File: src/sfp_cfg.svh
`ifndef SFP_CFG_SVH
`define SFP_CFG_SVH

// wishbone slave geometry, byte addressed
`define SFP_WB_ADR_W 14
`define SFP_WB_DAT_W 32
`define SFP_WB_SEL_W 4

// upper half of the address space goes to the DRP ports
`define SFP_DRP_SPACE_BIT 13
// lane select inside each half
`define SFP_DRP_LANE_BIT 12
`define SFP_CSR_LANE_BIT 2

// transceiver DRP port, address comes from byte address bits 11:2
`define SFP_DRP_ADR_W 10
`define SFP_DRP_DAT_W 16

`define SFP_NLANE 2
// cycles to wait for drp_rdy before the access ends in err
`define SFP_DRP_TIMEOUT 64

`endif
File: src/sfp_pkg.sv
`include "sfp_cfg.svh"

package sfp_pkg;

    // lane control word as written by software
    typedef struct packed {
        logic [20:0] rsvd_hi;
        logic [2:0]  loopback;
        logic [2:0]  rsvd_mid;
        logic        eye_reset;
        logic [2:0]  rsvd_lo;
        logic        gbe_reset;
    } gbe_ctrl_t;

    // same address read back as status
    typedef struct packed {
        logic [15:0] dmonitor;
        logic [7:0]  loopback;
        logic [2:0]  zero;
        logic        eye_reset;
        logic        high_ber;
        logic        block_lock;
        logic        qpll_lock;
        logic        gbe_reset;
    } gbe_status_t;

    // one word, control view on write and status view on read
    typedef union packed {
        gbe_ctrl_t   ctrl;
        gbe_status_t status;
    } gbe_word_u;

    // per-lane status coming from the transceiver side
    typedef struct packed {
        logic                      block_lock;
        logic                      high_ber;
        logic [`SFP_DRP_DAT_W-1:0] dmonitor;
    } lane_status_t;

    // which half of the address space an access falls in
    typedef enum logic {REGION_CSR = 1'b0, REGION_DRP = 1'b1} wb_region_e;

    typedef enum logic [1:0] {DRP_IDLE, DRP_WAIT, DRP_RESP} drp_state_e;

endpackage

File: src/wb_if.sv
`timescale 1ns/1ps
`include "sfp_cfg.svh"

// wishbone classic bundle between the router and the two regions
interface wb_if;

    logic                     cyc;
    logic                     stb;
    logic                     we;
    logic [`SFP_WB_ADR_W-1:0] adr;
    logic [`SFP_WB_DAT_W-1:0] dat_w;
    logic [`SFP_WB_SEL_W-1:0] sel;
    logic [`SFP_WB_DAT_W-1:0] dat_r;
    logic                     ack;
    logic                     err;

    modport master (
        output cyc, stb, we, adr, dat_w, sel,
        input  dat_r, ack, err
    );

    modport slave (
        input  cyc, stb, we, adr, dat_w, sel,
        output dat_r, ack, err
    );

endinterface

File: src/sfp_ctrl_top.sv
`timescale 1ns/1ps
`include "sfp_cfg.svh"

module sfp_ctrl_top
    import sfp_pkg::*;
(
    input  logic                                  wb_clk_i,
    input  logic                                  reset_i,
    // wishbone classic slave
    input  logic                                  wb_cyc_i,
    input  logic                                  wb_stb_i,
    input  logic                                  wb_we_i,
    input  logic [`SFP_WB_ADR_W-1:0]              wb_adr_i,
    input  logic [`SFP_WB_DAT_W-1:0]              wb_dat_i,
    input  logic [`SFP_WB_SEL_W-1:0]              wb_sel_i,
    output logic [`SFP_WB_DAT_W-1:0]              wb_dat_o,
    output logic                                  wb_ack_o,
    output logic                                  wb_err_o,
    // lane status, lane 0 in the low bits
    input  logic                                  qpll_lock_i,
    input  logic [`SFP_NLANE-1:0]                 block_lock_i,
    input  logic [`SFP_NLANE-1:0]                 high_ber_i,
    input  logic [`SFP_NLANE*`SFP_DRP_DAT_W-1:0]  dmonitor_i,
    // lane control
    output logic                                  gt_reset_o,
    output logic [`SFP_NLANE-1:0]                 eye_reset_o,
    output logic [`SFP_NLANE*3-1:0]               loopback_o,
    // DRP ports of both lanes
    output logic [`SFP_NLANE-1:0]                 drp_en_o,
    output logic                                  drp_we_o,
    output logic [`SFP_DRP_ADR_W-1:0]             drp_addr_o,
    output logic [`SFP_DRP_DAT_W-1:0]             drp_di_o,
    input  logic [`SFP_NLANE*`SFP_DRP_DAT_W-1:0]  drp_do_i,
    input  logic [`SFP_NLANE-1:0]                 drp_rdy_i
);

    lane_status_t [`SFP_NLANE-1:0] lane_status;

    wb_if csr_bus ();
    wb_if drp_bus ();

    for (genvar i = 0; i < `SFP_NLANE; i++) begin : g_lane
        assign lane_status[i] = '{
            block_lock: block_lock_i[i],
            high_ber:   high_ber_i[i],
            dmonitor:   dmonitor_i[i*`SFP_DRP_DAT_W +: `SFP_DRP_DAT_W]
        };
    end

    sfp_wb_router u_router (
        .cyc_i   (wb_cyc_i),
        .stb_i   (wb_stb_i),
        .we_i    (wb_we_i),
        .adr_i   (wb_adr_i),
        .dat_i   (wb_dat_i),
        .sel_i   (wb_sel_i),
        .dat_o   (wb_dat_o),
        .ack_o   (wb_ack_o),
        .err_o   (wb_err_o),
        .csr_bus (csr_bus.master),
        .drp_bus (drp_bus.master)
    );

    sfp_csr_regs u_csr (
        .wb_clk_i      (wb_clk_i),
        .reset_i       (reset_i),
        .bus           (csr_bus.slave),
        .qpll_lock_i   (qpll_lock_i),
        .lane_status_i (lane_status),
        .gt_reset_o    (gt_reset_o),
        .eye_reset_o   (eye_reset_o),
        .loopback_o    (loopback_o)
    );

    drp_bridge u_drp (
        .wb_clk_i   (wb_clk_i),
        .reset_i    (reset_i),
        .bus        (drp_bus.slave),
        .drp_en_o   (drp_en_o),
        .drp_we_o   (drp_we_o),
        .drp_addr_o (drp_addr_o),
        .drp_di_o   (drp_di_o),
        .drp_do_i   (drp_do_i),
        .drp_rdy_i  (drp_rdy_i)
    );

endmodule

File: src/drp_bridge.sv
`timescale 1ns/1ps
`include "sfp_cfg.svh"

module drp_bridge
    import sfp_pkg::*;
(
    input  logic                                  wb_clk_i,
    input  logic                                  reset_i,
    wb_if.slave                                   bus,
    output logic [`SFP_NLANE-1:0]                 drp_en_o,
    output logic                                  drp_we_o,
    output logic [`SFP_DRP_ADR_W-1:0]             drp_addr_o,
    output logic [`SFP_DRP_DAT_W-1:0]             drp_di_o,
    input  logic [`SFP_NLANE*`SFP_DRP_DAT_W-1:0]  drp_do_i,
    input  logic [`SFP_NLANE-1:0]                 drp_rdy_i
);

    localparam int CNT_W = $clog2(`SFP_DRP_TIMEOUT);

    drp_state_e               state;
    logic                     req;
    logic                     lane_q;
    logic [CNT_W-1:0]         wait_cnt;
    logic                     ack_q;
    logic                     err_q;
    logic [`SFP_WB_DAT_W-1:0] dat_q;

    assign req = bus.cyc && bus.stb;

    // control path: state, enable pulse, timeout, response strobes
    always_ff @(posedge wb_clk_i) begin
        if (reset_i) begin
            state    <= DRP_IDLE;
            drp_en_o <= '0;
            wait_cnt <= '0;
            ack_q    <= 1'b0;
            err_q    <= 1'b0;
        end else begin
            drp_en_o <= '0;
            ack_q    <= 1'b0;
            err_q    <= 1'b0;
            case (state)
                DRP_IDLE: begin
                    if (req) begin
                        drp_en_o[bus.adr[`SFP_DRP_LANE_BIT]] <= 1'b1;
                        wait_cnt <= '0;
                        state    <= DRP_WAIT;
                    end
                end
                DRP_WAIT: begin
                    if (drp_rdy_i[lane_q]) begin
                        ack_q <= 1'b1;
                        state <= DRP_RESP;
                    end else if (wait_cnt == CNT_W'(`SFP_DRP_TIMEOUT - 1)) begin
                        // lane never answered
                        err_q <= 1'b1;
                        state <= DRP_RESP;
                    end else begin
                        wait_cnt <= wait_cnt + 1'b1;
                    end
                end
                DRP_RESP: begin
                    // hold off until the master lets go of stb
                    if (!req) begin
                        state <= DRP_IDLE;
                    end
                end
                default: state <= DRP_IDLE;
            endcase
        end
    end

    // request fields are latched once and held through the access
    always_ff @(posedge wb_clk_i) begin
        if (state == DRP_IDLE && req) begin
            lane_q     <= bus.adr[`SFP_DRP_LANE_BIT];
            drp_we_o   <= bus.we;
            drp_addr_o <= bus.adr[`SFP_DRP_ADR_W+1:2];
            drp_di_o   <= bus.dat_w[`SFP_DRP_DAT_W-1:0];
        end
        if (state == DRP_WAIT && drp_rdy_i[lane_q]) begin
            dat_q <= {{(`SFP_WB_DAT_W - `SFP_DRP_DAT_W){1'b0}},
                      drp_do_i[lane_q*`SFP_DRP_DAT_W +: `SFP_DRP_DAT_W]};
        end
    end

    assign bus.ack   = ack_q;
    assign bus.err   = err_q;
    assign bus.dat_r = dat_q;

endmodule

File: src/sfp_csr_regs.sv
`timescale 1ns/1ps
`include "sfp_cfg.svh"

module sfp_csr_regs
    import sfp_pkg::*;
(
    input  logic                                wb_clk_i,
    input  logic                                reset_i,
    wb_if.slave                                 bus,
    input  logic                                qpll_lock_i,
    input  lane_status_t [`SFP_NLANE-1:0]       lane_status_i,
    output logic                                gt_reset_o,
    output logic [`SFP_NLANE-1:0]               eye_reset_o,
    output logic [`SFP_NLANE-1:0][2:0]          loopback_o
);

    logic                     req;
    logic                     lane;
    logic                     ack_q;
    logic [`SFP_WB_DAT_W-1:0] dat_q;
    gbe_word_u                wr_word;
    gbe_word_u                rd_word;

    assign req  = bus.cyc && bus.stb;
    assign lane = bus.adr[`SFP_CSR_LANE_BIT];

    // incoming data seen through the control view
    assign wr_word = bus.dat_w;

    // status view of the addressed lane
    always_comb begin
        rd_word                   = '0;
        rd_word.status.gbe_reset  = gt_reset_o;
        rd_word.status.qpll_lock  = qpll_lock_i;
        rd_word.status.block_lock = lane_status_i[lane].block_lock;
        rd_word.status.high_ber   = lane_status_i[lane].high_ber;
        rd_word.status.eye_reset  = eye_reset_o[lane];
        rd_word.status.zero       = 3'b000;
        rd_word.status.loopback   = {5'b00000, loopback_o[lane]};
        rd_word.status.dmonitor   = lane_status_i[lane].dmonitor;
    end

    // single-cycle ack, the second sampled cycle of a held request is ignored
    always_ff @(posedge wb_clk_i) begin
        if (reset_i) begin
            ack_q       <= 1'b0;
            gt_reset_o  <= 1'b0;
            eye_reset_o <= '0;
            loopback_o  <= '0;
        end else begin
            ack_q <= req && !ack_q;
            if (req && !ack_q && bus.we) begin
                // byte 0 holds the reset bits
                if (bus.sel[0]) begin
                    gt_reset_o        <= wr_word.ctrl.gbe_reset;
                    eye_reset_o[lane] <= wr_word.ctrl.eye_reset;
                end
                // byte 1 holds the loopback code
                if (bus.sel[1]) begin
                    loopback_o[lane] <= wr_word.ctrl.loopback;
                end
            end
        end
    end

    // read data lands together with ack
    always_ff @(posedge wb_clk_i) begin
        if (req && !ack_q && !bus.we) begin
            dat_q <= rd_word;
        end
    end

    assign bus.ack   = ack_q;
    assign bus.dat_r = dat_q;
    // control space never faults
    assign bus.err   = 1'b0;

endmodule

File: src/sfp_wb_router.sv
`timescale 1ns/1ps
`include "sfp_cfg.svh"

module sfp_wb_router
    import sfp_pkg::*;
(
    input  logic                     cyc_i,
    input  logic                     stb_i,
    input  logic                     we_i,
    input  logic [`SFP_WB_ADR_W-1:0] adr_i,
    input  logic [`SFP_WB_DAT_W-1:0] dat_i,
    input  logic [`SFP_WB_SEL_W-1:0] sel_i,
    output logic [`SFP_WB_DAT_W-1:0] dat_o,
    output logic                     ack_o,
    output logic                     err_o,
    wb_if.master                     csr_bus,
    wb_if.master                     drp_bus
);

    wb_region_e region;

    // the single place the space bit is looked at
    assign region = wb_region_e'(adr_i[`SFP_DRP_SPACE_BIT]);

    // only the addressed region sees a live cycle
    assign csr_bus.cyc   = cyc_i && (region == REGION_CSR);
    assign csr_bus.stb   = stb_i && (region == REGION_CSR);
    assign csr_bus.we    = we_i;
    assign csr_bus.adr   = adr_i;
    assign csr_bus.dat_w = dat_i;
    assign csr_bus.sel   = sel_i;

    assign drp_bus.cyc   = cyc_i && (region == REGION_DRP);
    assign drp_bus.stb   = stb_i && (region == REGION_DRP);
    assign drp_bus.we    = we_i;
    assign drp_bus.adr   = adr_i;
    assign drp_bus.dat_w = dat_i;
    assign drp_bus.sel   = sel_i;

    // response mux follows the same decode
    always_comb begin
        case (region)
            REGION_DRP: begin
                dat_o = drp_bus.dat_r;
                ack_o = drp_bus.ack;
                err_o = drp_bus.err;
            end
            default: begin
                dat_o = csr_bus.dat_r;
                ack_o = csr_bus.ack;
                err_o = csr_bus.err;
            end
        endcase
    end

endmodule

File: config.mk
export PLATFORM = sky130hd
export DESIGN_NAME = sfp_ctrl_top
export DESIGN_NICKNAME = d
export VERILOG_FILES = /design/src/sfp_pkg.sv /design/src/wb_if.sv /design/src/sfp_ctrl_top.sv /design/src/drp_bridge.sv /design/src/sfp_csr_regs.sv /design/src/sfp_wb_router.sv
export VERILOG_INCLUDE_DIRS = /design/src /design/src/src
export SDC_FILE = /design/constraint.sdc
export NUM_CORES = 1
export LEC_CHECK = 0
export CAP_MARGIN = 20
export CORE_MARGIN = 1
export CORE_UTILIZATION = 35
export CTS_BUF_LIST = sky130_fd_sc_hd__clkbuf_16
export DETAILED_ROUTE_END_ITERATION = 10
export DONT_BUFFER_PORTS = 1
export GPL_ROUTABILITY_DRIVEN = 1
export PLACE_DENSITY = 0.56
export SETUP_SLACK_MARGIN = 0.2
export SLEW_MARGIN = 20
export SYNTH_ARGS = -nofsm -noshare
export SYNTH_HDL_FRONTEND = slang
export SYNTH_HIERARCHICAL = 1
export SYNTH_SLANG_ARGS = --single-unit
File: constraint.sdc
create_clock -name wb_clk_i -period 3.6 [get_ports wb_clk_i]
set_input_delay 0.72 -clock wb_clk_i [delete_from_list [all_inputs] [get_ports wb_clk_i]]
set_output_delay 0.72 -clock wb_clk_i [all_outputs]
set_load 0.01 [all_outputs]
* After elaboration in Yosys (flattened, before gate mapping) *
Index checks and enable logic that the tools add are counted.

operators by class
  add/sub/neg operators = 1
  order comparisons = 5
  eq/ne operators = 8
  shift operators = 1
  multiplexer cells = 30
  bitwise operators = 4
  reductions and logical operators = 24

operator list
  kind                                                        count
  two-way mux 18 bit                                          2
  two-way mux 32 bit                                          1
  variable part select 32 x 6 -> 16 bit                       1
  two-way mux 6 bit                                           3
  logical AND 1 bit                                           13
  one-hot mux 6 bit (2 select lines)                          1
  two-way mux 1 bit                                           10
  two-way mux 3 bit                                           3
  two-way mux 2 bit                                           4
  adder 6 x 1 -> 6 bit, second input constant                 1
  bitwise mux 6 bit                                           1
  equality test 6 bit, second input constant                  1
  less-than comparator 1 x 2 -> 1 bit, second input constant  3
  inequality test 2 bit, second input constant                3
  one-hot mux 2 bit (3 select lines)                          1
  OR reduction 3 bit                                          2
  inverter 1 bit                                              4
  AND reduction 2 bit                                         2
  AND reduction 4 bit                                         1
  demux 3 bit (select 1 bit)                                  1
  inequality test 3 x 1 -> 1 bit, second input constant       1
  AND reduction 3 bit                                         1
  bitwise mux 2 bit                                           1
  demux 1 bit (select 1 bit)                                  2
  other kinds (8)                                             10

storage, ports and cells
  bits in registers = 90
  input bits = 126
  output and inout bits = 72
  word-level logic and storage cells = 89

* Longest topological paths before layout *
Gate-level depths: netlist (run 1).

  word-level depth = 6
  gate-level depth with buffers = 8
  mapped depth without buffers = 6

* By module *
The synthesis (run 1) kept the hierarchy.

modules (own cells, without submodules)
  module         times used  cells an instance  area each (µm²)  seq. area each (µm²)
  drp_bridge     1           137                2,205.9          1,561.5
  sfp_csr_regs   1           106                1,505.2          920.9
  sfp_wb_router  1           144                1,272.5          0.0

* Least setup slack after synthesis (run 1) *
No wires, ideal clock.

  path kind = in2reg
  start = input port wb_adr_i[13]
  end = register u_csr.dat_q[0], in the netlist u_csr/bus.dat_r[0], enable pin
  arrival time = 2.351 ns
  data required time = 3.195 ns
  setup slack = 0.844 ns
  stages = 5
  path buffers = 2
  cells stage by stage = buf_6 buf_6 nor2b_1 nand3b_4 nor2_1

on the way
  longest elaborated chain between the ends = 5

RTL lines
  element                          RTL line             source
  start: declaration               sfp_ctrl_top.sv:13   input logic [`SFP_WB_ADR_W-1:0] wb_adr_i,
  inverter 1 bit                   sfp_wb_router.sv:27  assign csr_bus.stb = stb_i && (region == REGION_CSR);
  logical AND 1 bit                sfp_wb_router.sv:27
  net csr_bus.stb                  wb_if.sv:8           logic stb;
  logical AND 1 bit                sfp_csr_regs.sv:24   assign req = bus.cyc && bus.stb;
  logical AND 1 bit (2 in series)  sfp_csr_regs.sv:68   if (req && !ack_q && !bus.we) begin
  end signal: assignment           sfp_csr_regs.sv:69   dat_q <= rd_word;
  end: declaration                 sfp_csr_regs.sv:20   logic [`SFP_WB_DAT_W-1:0] dat_q;

The timed path passes the listed nets, and every way through them passes these cells.
A chain may end at the register's enable or synchronous reset.

* Worst setup path in the final report (run 1) *
  start = input port wb_adr_i[13]
  end = output port wb_dat_o[0]

on the way
  longest elaborated chain between the ends = 1

RTL lines
  element             RTL line             source
  two-way mux 32 bit  sfp_wb_router.sv:42  case (region)
  end: declaration    sfp_ctrl_top.sv:16   output logic [`SFP_WB_DAT_W-1:0] wb_dat_o,

No other way between the ends.

==> results of run 1 <==
==> flip-flops by register name (all words and copies together), names as in the netlist, 2 cells and up <==
name	flops
u_csr/eye_reset_o	2
u_csr/loopback_o	6
u_drp/state	2
u_drp/drp_di_o	16
u_drp/bus.dat_r	16
u_csr/bus.dat_r	24
u_drp/drp_addr_o	10
u_drp/drp_en_o	2
u_drp/wait_cnt	6
==> per-layer routing <==
metal  track usage  vias to the layer above
met1         0.128                     1000
met2         0.189                      130
met5             0                        -
met3        0.0501                       14
met4        0.0667                        0
li1              -                     1003
==> placed cells by master (no fill, tap or decap), types with 2 or more instances in the layout <==
| master | n |
|---|---|
| edfxtp_1 | 68 |
| mux2_2 | 56 |
| conb_1 | 25 |
| dfxtp_1 | 22 |
| mux2_4 | 16 |
| nand2b_1 | 12 |
| clkbuf_16 | 9 |
| nand2_1 | 9 |
| mux2i_1 | 8 |
| inv_1 | 6 |
| nand3_1 | 6 |
| nor2_1 | 6 |
| nor2b_1 | 4 |
| buf_4 | 4 |
| nor3_1 | 3 |
| a21oi_1 | 3 |
| clkinv_2 | 2 |
| clkinv_1 | 2 |
| o21ai_0 | 2 |
| and3_1 | 2 |
| a31oi_1 | 2 |
| and2_1 | 2 |
==> area by class of cell <==
type / instances / share of cell area
Sequential cell: 90 / 0.546
Clock buffer: 9 / 0.0495
Timing Repair Buffer: 4 / 0.00660
Clock inverter: 7 / 0.00798
Inverter: 5 / 0.00413
Multi-Input combinational cell: 177 / 0.338
Tap cell: 172 / 0.0473
==> power breakdown <==
group / internal (mW) / switching, mW
Combinational: 0.0629 / 0.0480
Sequential: 1.13 / 0.00821
Clock: 0.459 / 0.377
Total: 1.65 / 0.433
==> worst paths after layout <==
kind                           from                end  slack [ns]  cells after the start
hold reg to reg   u_drp/wait_cnt[0]  u_drp/wait_cnt[0]        0.48                      1
hold / removal              reset_i      u_csr/bus.ack        0.45                      1
setup reg to reg       u_drp/lane_q  u_drp/wait_cnt[4]        2.00                      5
setup / recovery       wb_adr_i[13]        wb_dat_o[0]        1.79                      1
==> stage by stage <==
stage | utilization | instances
2_1_floorplan | - | 345
3_3_place_gp | 0.341 | 448
3_5_place_dp | 0.341 | 448
4_1_cts | 0.362 | 464
5_1_grt | 0.362 | 464
6_report | 0.362 | 464
==> reports/metrics.yaml, run 1 <==
route:
  top_layer: "met4"
  wirelength_mm: 7.58
  first_pass_iters: 4
  drt-vias-per-instance: 4.63
  drt_iter0_markers: 77
  num_vias: 2147
  final_antenna_net_count: 0
  met2WireLength_mm: 3.54
  wl_per_cell_um: 16.3
  route.met3.wl_um: 701
  drc: 0
  routedLengthMet1_mm: 3.16
setup_path:
  cp.required_ns: 2.88
  crit_path_cell_trace: "mux2_2"
  critPathTopFamily: "multiplexers"
  end_kind: "output port"
  critPathKind: "input port to output port"
  startpoint_type: "input port"
  max_stage_delay_ns: 0.36
  cp_max_fo: 38
  critPathBufInv: 0
  cp.arrival_ns: 1.09
  cpMaxStageDelayCell: "mux2_2"
power_and_ir_drop:
  vdd_drop_max_mv: 0.275
  power_density_nw_per_um2: 459
  total_leakage_power_nw: 1.64
  finalPower_mw: 2.09
floorplanning:
  io_pins: 198
  initial_core_util: 0.358
  dieArea_um2: 13300
  die_x_um: 115
  core_um2: 12600
  die_h_um: 115
  row_count: 41
synth:
  synthCells: 322
  mappedNetlistArea_um2: 4500
  yosysWarnings: 6
  syn_area_per_cell_um2: 14.0
global_route:
  grt_usage: 0.116
  grt_pass1_wl_mm: 11.1
  grt_pass1_vias: 2152
  antenna_found_initial: 0
  grt_max_degree: 39
  grt-ovfl-total: 0
cts:
  cts_inserted_buffers: 9
  clock_latency_ns: 0.33
  cts_resized: 0
  postCtsSetupRepairBufs: 0
  cts_tree: "built"
  cts_hold_buf: 0
  root_buffer: "clkbuf_16"
  cts.path.max_buffers: 2
  cts_sinks: 90
  htreeDepth: 3
  path_clk_slew_ns: 0.06
sta:
  layout_worst_path_cycle_share: 0.503
  fin_hold_ws_ns: 0.451
  fin_setup_tns_ns: 0
  clock_skew_ns: 0.00397
  worst_slack_ns: 1.79
  period_minus_slack_ns: 1.81
  finalHoldViolations: 0
  setup_viol: 0
  rsz0062_at_grt: "false"
  slew_violations: 0
  fmax_ghz: 0.553
outcome:
  status: "finished, final reports clean"
placement:
  port-buffer-count: 0
  dpl.hpwl_mm: 5.37
  preCtsSetupSlack_ns: 1.68
  postPlaceCellArea_um2: 4290
  gp_congestion: 0.679
cells_and_area:
  nets: 414
  fill_cells: 1204
  regArea_um2: 2480
  final_area_um2: 4550
  drive_above_1_share: 0.342
  syn2layout_area_growth_pct: 1.14
  multi_input_area_um2: 1540
  diodes: 0
job:
  maxCapViolCount: 0
hold_path:
  hp-class: "input port to flip-flop"
Power figures use the tool's default switching activity.
==> run 2, diff against run 1 <==
--- a/config.mk
+++ b/config.mk
@@ -6,6 +6,7 @@
 export SDC_FILE = /design/constraint.sdc
 export NUM_CORES = 1
 export LEC_CHECK = 0
+export ABC_AREA = 1
 export CAP_MARGIN = 20
 export CORE_MARGIN = 1
 export CORE_UTILIZATION = 35
@@ -13,7 +14,7 @@
 export DETAILED_ROUTE_END_ITERATION = 10
 export DONT_BUFFER_PORTS = 1
 export GPL_ROUTABILITY_DRIVEN = 1
-export PLACE_DENSITY = 0.56
+export PLACE_DENSITY = 0.58
 export SETUP_SLACK_MARGIN = 0.2
 export SLEW_MARGIN = 20
 export SYNTH_ARGS = -nofsm -noshare
==> constraint.sdc (replaced) <==
create_clock -name wb_clk_i -period 1.5 [get_ports wb_clk_i]
set_input_delay 0.3 -clock wb_clk_i [delete_from_list [all_inputs] [get_ports wb_clk_i]]
set_output_delay 0.3 -clock wb_clk_i [all_outputs]
set_load 0.01 [all_outputs]
==> run 2 against run 1 <==
Net effect: sequential power rose by 140%; sequential share of layout area shrank 3.8 points; clock power rose to 2.9 times the previous value; count of clock-buffer cells in the layout unchanged; worst setup slack got worse by 1.6 ns; largest power group unchanged; power rose to 2.6 times the previous value; sequential cell count unchanged.
==> reports/metrics.yaml, run 2 <==
outcome:
  status: "finished, final reports clean"  # unchanged
setup_path:
  cp.arrival_ns: 1.38  # was 1.09 ns
  critPathKind: "flip-flop to flip-flop"  # was input port to output port
  critPathBufInv: 4  # was 0
  critPathTopFamily: "flip-flops"  # was multiplexers
  max_stage_delay_ns: 0.45  # was 0.36 ns
  cpMaxStageDelayCell: "edfxtp_1"  # was mux2_2
  end_kind: "flip-flop"  # was output port
  cp.required_ns: 1.60  # was 2.88 ns
  cp_max_fo: 8  # was 38
  worst_path_most_repeated_cell: "nand2_2"
  crit_path_cell_trace: "clkinv_4 -> nand2_2 -> nand2_2 -> inv_2 -> nand2_4 -> clkinvlp_4 -> clkbuf_16"  # was mux2_2
  startpoint_type: "flip-flop"  # was input port
sta:
  fmax_ghz: 0.783
  finalHoldViolations: 0  # unchanged
  slew_violations: 0  # unchanged
  rsz0062_at_grt: "true"  # was false
  worst_slack_ns: 0.222  # was 1.79 ns
  setup_viol: 0  # unchanged
  clock_skew_ns: 0.00782  # was 0.00397 ns
  layout_worst_path_cycle_share: 0.852
  fin_setup_tns_ns: 0  # unchanged
  period_minus_slack_ns: 1.28
route:
  drc: 0  # unchanged
  num_vias: 3029  # was 2147
  final_antenna_net_count: 0  # unchanged
  first_pass_iters: 4  # unchanged
  wirelength_mm: 9.47  # was 7.58 mm
  wl_per_cell_um: 13.9  # was 16.3 um
  drt_iter0_markers: 105  # was 77
  drt-vias-per-instance: 4.46  # was 4.63
cells_and_area:
  diodes: 0  # unchanged
  multi_input_area_um2: 1520  # was 1540 um2
  final_area_um2: 4890  # was 4550 um2
  regArea_um2: 2480  # about the same
  final_common_cell: "nand2_1"  # was edfxtp_1
  fill_cells: 1297  # was 1204
  nets: 629  # was 414
  largest_reg_flops: 24  # unchanged
  final_cells: 679  # was 464
  syn2layout_area_growth_pct: 7.90  # was 1.14%
  drive_above_1_share: 0.152  # was 0.342
  mostFrequentLayoutCells: "241 x nand2_1, 68 x edfxtp_1, 27 x inv_1"  # was 68 x edfxtp_1, 56 x mux2_2, 25 x conb_1
floorplanning:
  row_count: 41  # unchanged
  core_um2: 12600  # about the same
  initial_core_util: 0.359  # was 0.358
  die_x_um: 116  # was 115 um
  die_h_um: 116  # was 115 um
  io_pins: 198  # unchanged
  dieArea_um2: 13400  # was 13300 um2
synth:
  synthCells: 526  # was 322
  yosysWarnings: 6  # unchanged
  mappedNetlistArea_um2: 4530  # was 4500 um2
  syn_area_per_cell_um2: 8.61  # was 14.0 um2
hold_path:
  hp-class: "input port to flip-flop"  # unchanged
job:
  maxCapViolCount: 0  # unchanged
power_and_ir_drop:
  switching_power_mw: 1.19  # was 0.433 mW
  p_seq_frac: 0.502  # was 0.546
  pwr-share-comb: 0.055  # was 0.053
  p_int_mw: 4.28  # was 1.65 mW
  power_density_nw_per_um2: 1120  # was 459 nW/um2
  vdd_drop_max_mv: 0.591  # was 0.275 mV
  clock_power_share: 0.443  # was 0.401
  finalPower_mw: 5.46  # was 2.09 mW
  total_leakage_power_nw: 2.13  # was 1.64 nW
  p_sw_frac: 0.217  # was 0.208
cts:
  cts.path.max_buffers: 2  # unchanged
  path_clk_slew_ns: 0.06  # about the same
  cts_inserted_buffers: 9  # unchanged
  cts_sinks: 90  # unchanged
  cts_hold_buf: 0  # unchanged
  htreeDepth: 3  # unchanged
  root_buffer: "clkbuf_16"  # unchanged
  clock_latency_ns: 0.34  # was 0.33 ns
  cts_tree: "built"  # unchanged
global_route:
  grt_pass1_wl_mm: 13.5  # was 11.1 mm
  antenna_found_initial: 0  # unchanged
  grt_usage: 0.137  # was 0.116
  grt-ovfl-total: 0  # unchanged
  grt_max_degree: 40  # was 39
  grt_pass1_vias: 2751  # was 2152
placement:
  postPlaceCellArea_um2: 4420  # was 4290 um2
  dp.cells: 654  # was 448
  port-buffer-count: 0  # unchanged
  dpl.hpwl_mm: 6.87  # was 5.37 mm
  gp_congestion: 0.737  # was 0.679
  preCtsSetupSlack_ns: 0.0327  # was 1.68 ns
run 2: final cells by class:
type / instances / area share
multi-input cells: 346 / 0.311
well taps: 172 / 0.0440
inverters: 35 / 0.0294
flip-flops and latches: 90 / 0.508
clock buffers: 9 / 0.0461
repair buffers: 20 / 0.0420
clock inverters: 7 / 0.0192
run 2: path summary, 6_finish.rpt:
path | slack, ns | endpoint | from | cells after the start
worst max-delay path | 0.22 | u_drp/bus.dat_r[8] | u_drp/lane_q | 7
worst min register to register | 0.54 | u_drp/wait_cnt[3] | u_drp/wait_cnt[3] | 2
worst max register to register | 0.22 | u_drp/bus.dat_r[8] | u_drp/lane_q | 7
worst min-delay path | 0.02 | u_drp/wait_cnt[3] | reset_i | 1
run 2: what timing repair did:
item / in CTS / in global routing
gates cloned: 0 / 1
pin swaps: 1 / 8
setup buffers: 2 / 6
gates resized for setup: 2 / 15
hold endpoints to repair: 0 / 0
endpoints found under the setup margin: 21 / 50
run 2: through the flow:
stage               hold WS (ns)   util
floorplan                  0.369      -
global placement           0.372  0.350
detailed placement         0.374  0.350
CTS                       0.0138  0.378
global route             0.00405  0.387
finish                    0.0218  0.387
run 2: power groups by stage:
stage	sequential, mW	combinational, mW	clock (mW)
after global routing	2.74	0.343	2.60
after detailed placement	2.80	0.290	0
after global placement	2.80	0.283	0
after floorplan	2.79	0.378	0
after CTS	2.74	0.294	2.48
final	2.74	0.299	2.42
run 2: metal layers:
metal,global-route usage,share of wire,up-vias
li1,-,-,1514
met1,0.150,0.41,1370
met2,0.237,0.48,135
met3,0.0518,0.093,10
met4,0.0598,0.014,0
met5,0,0,-
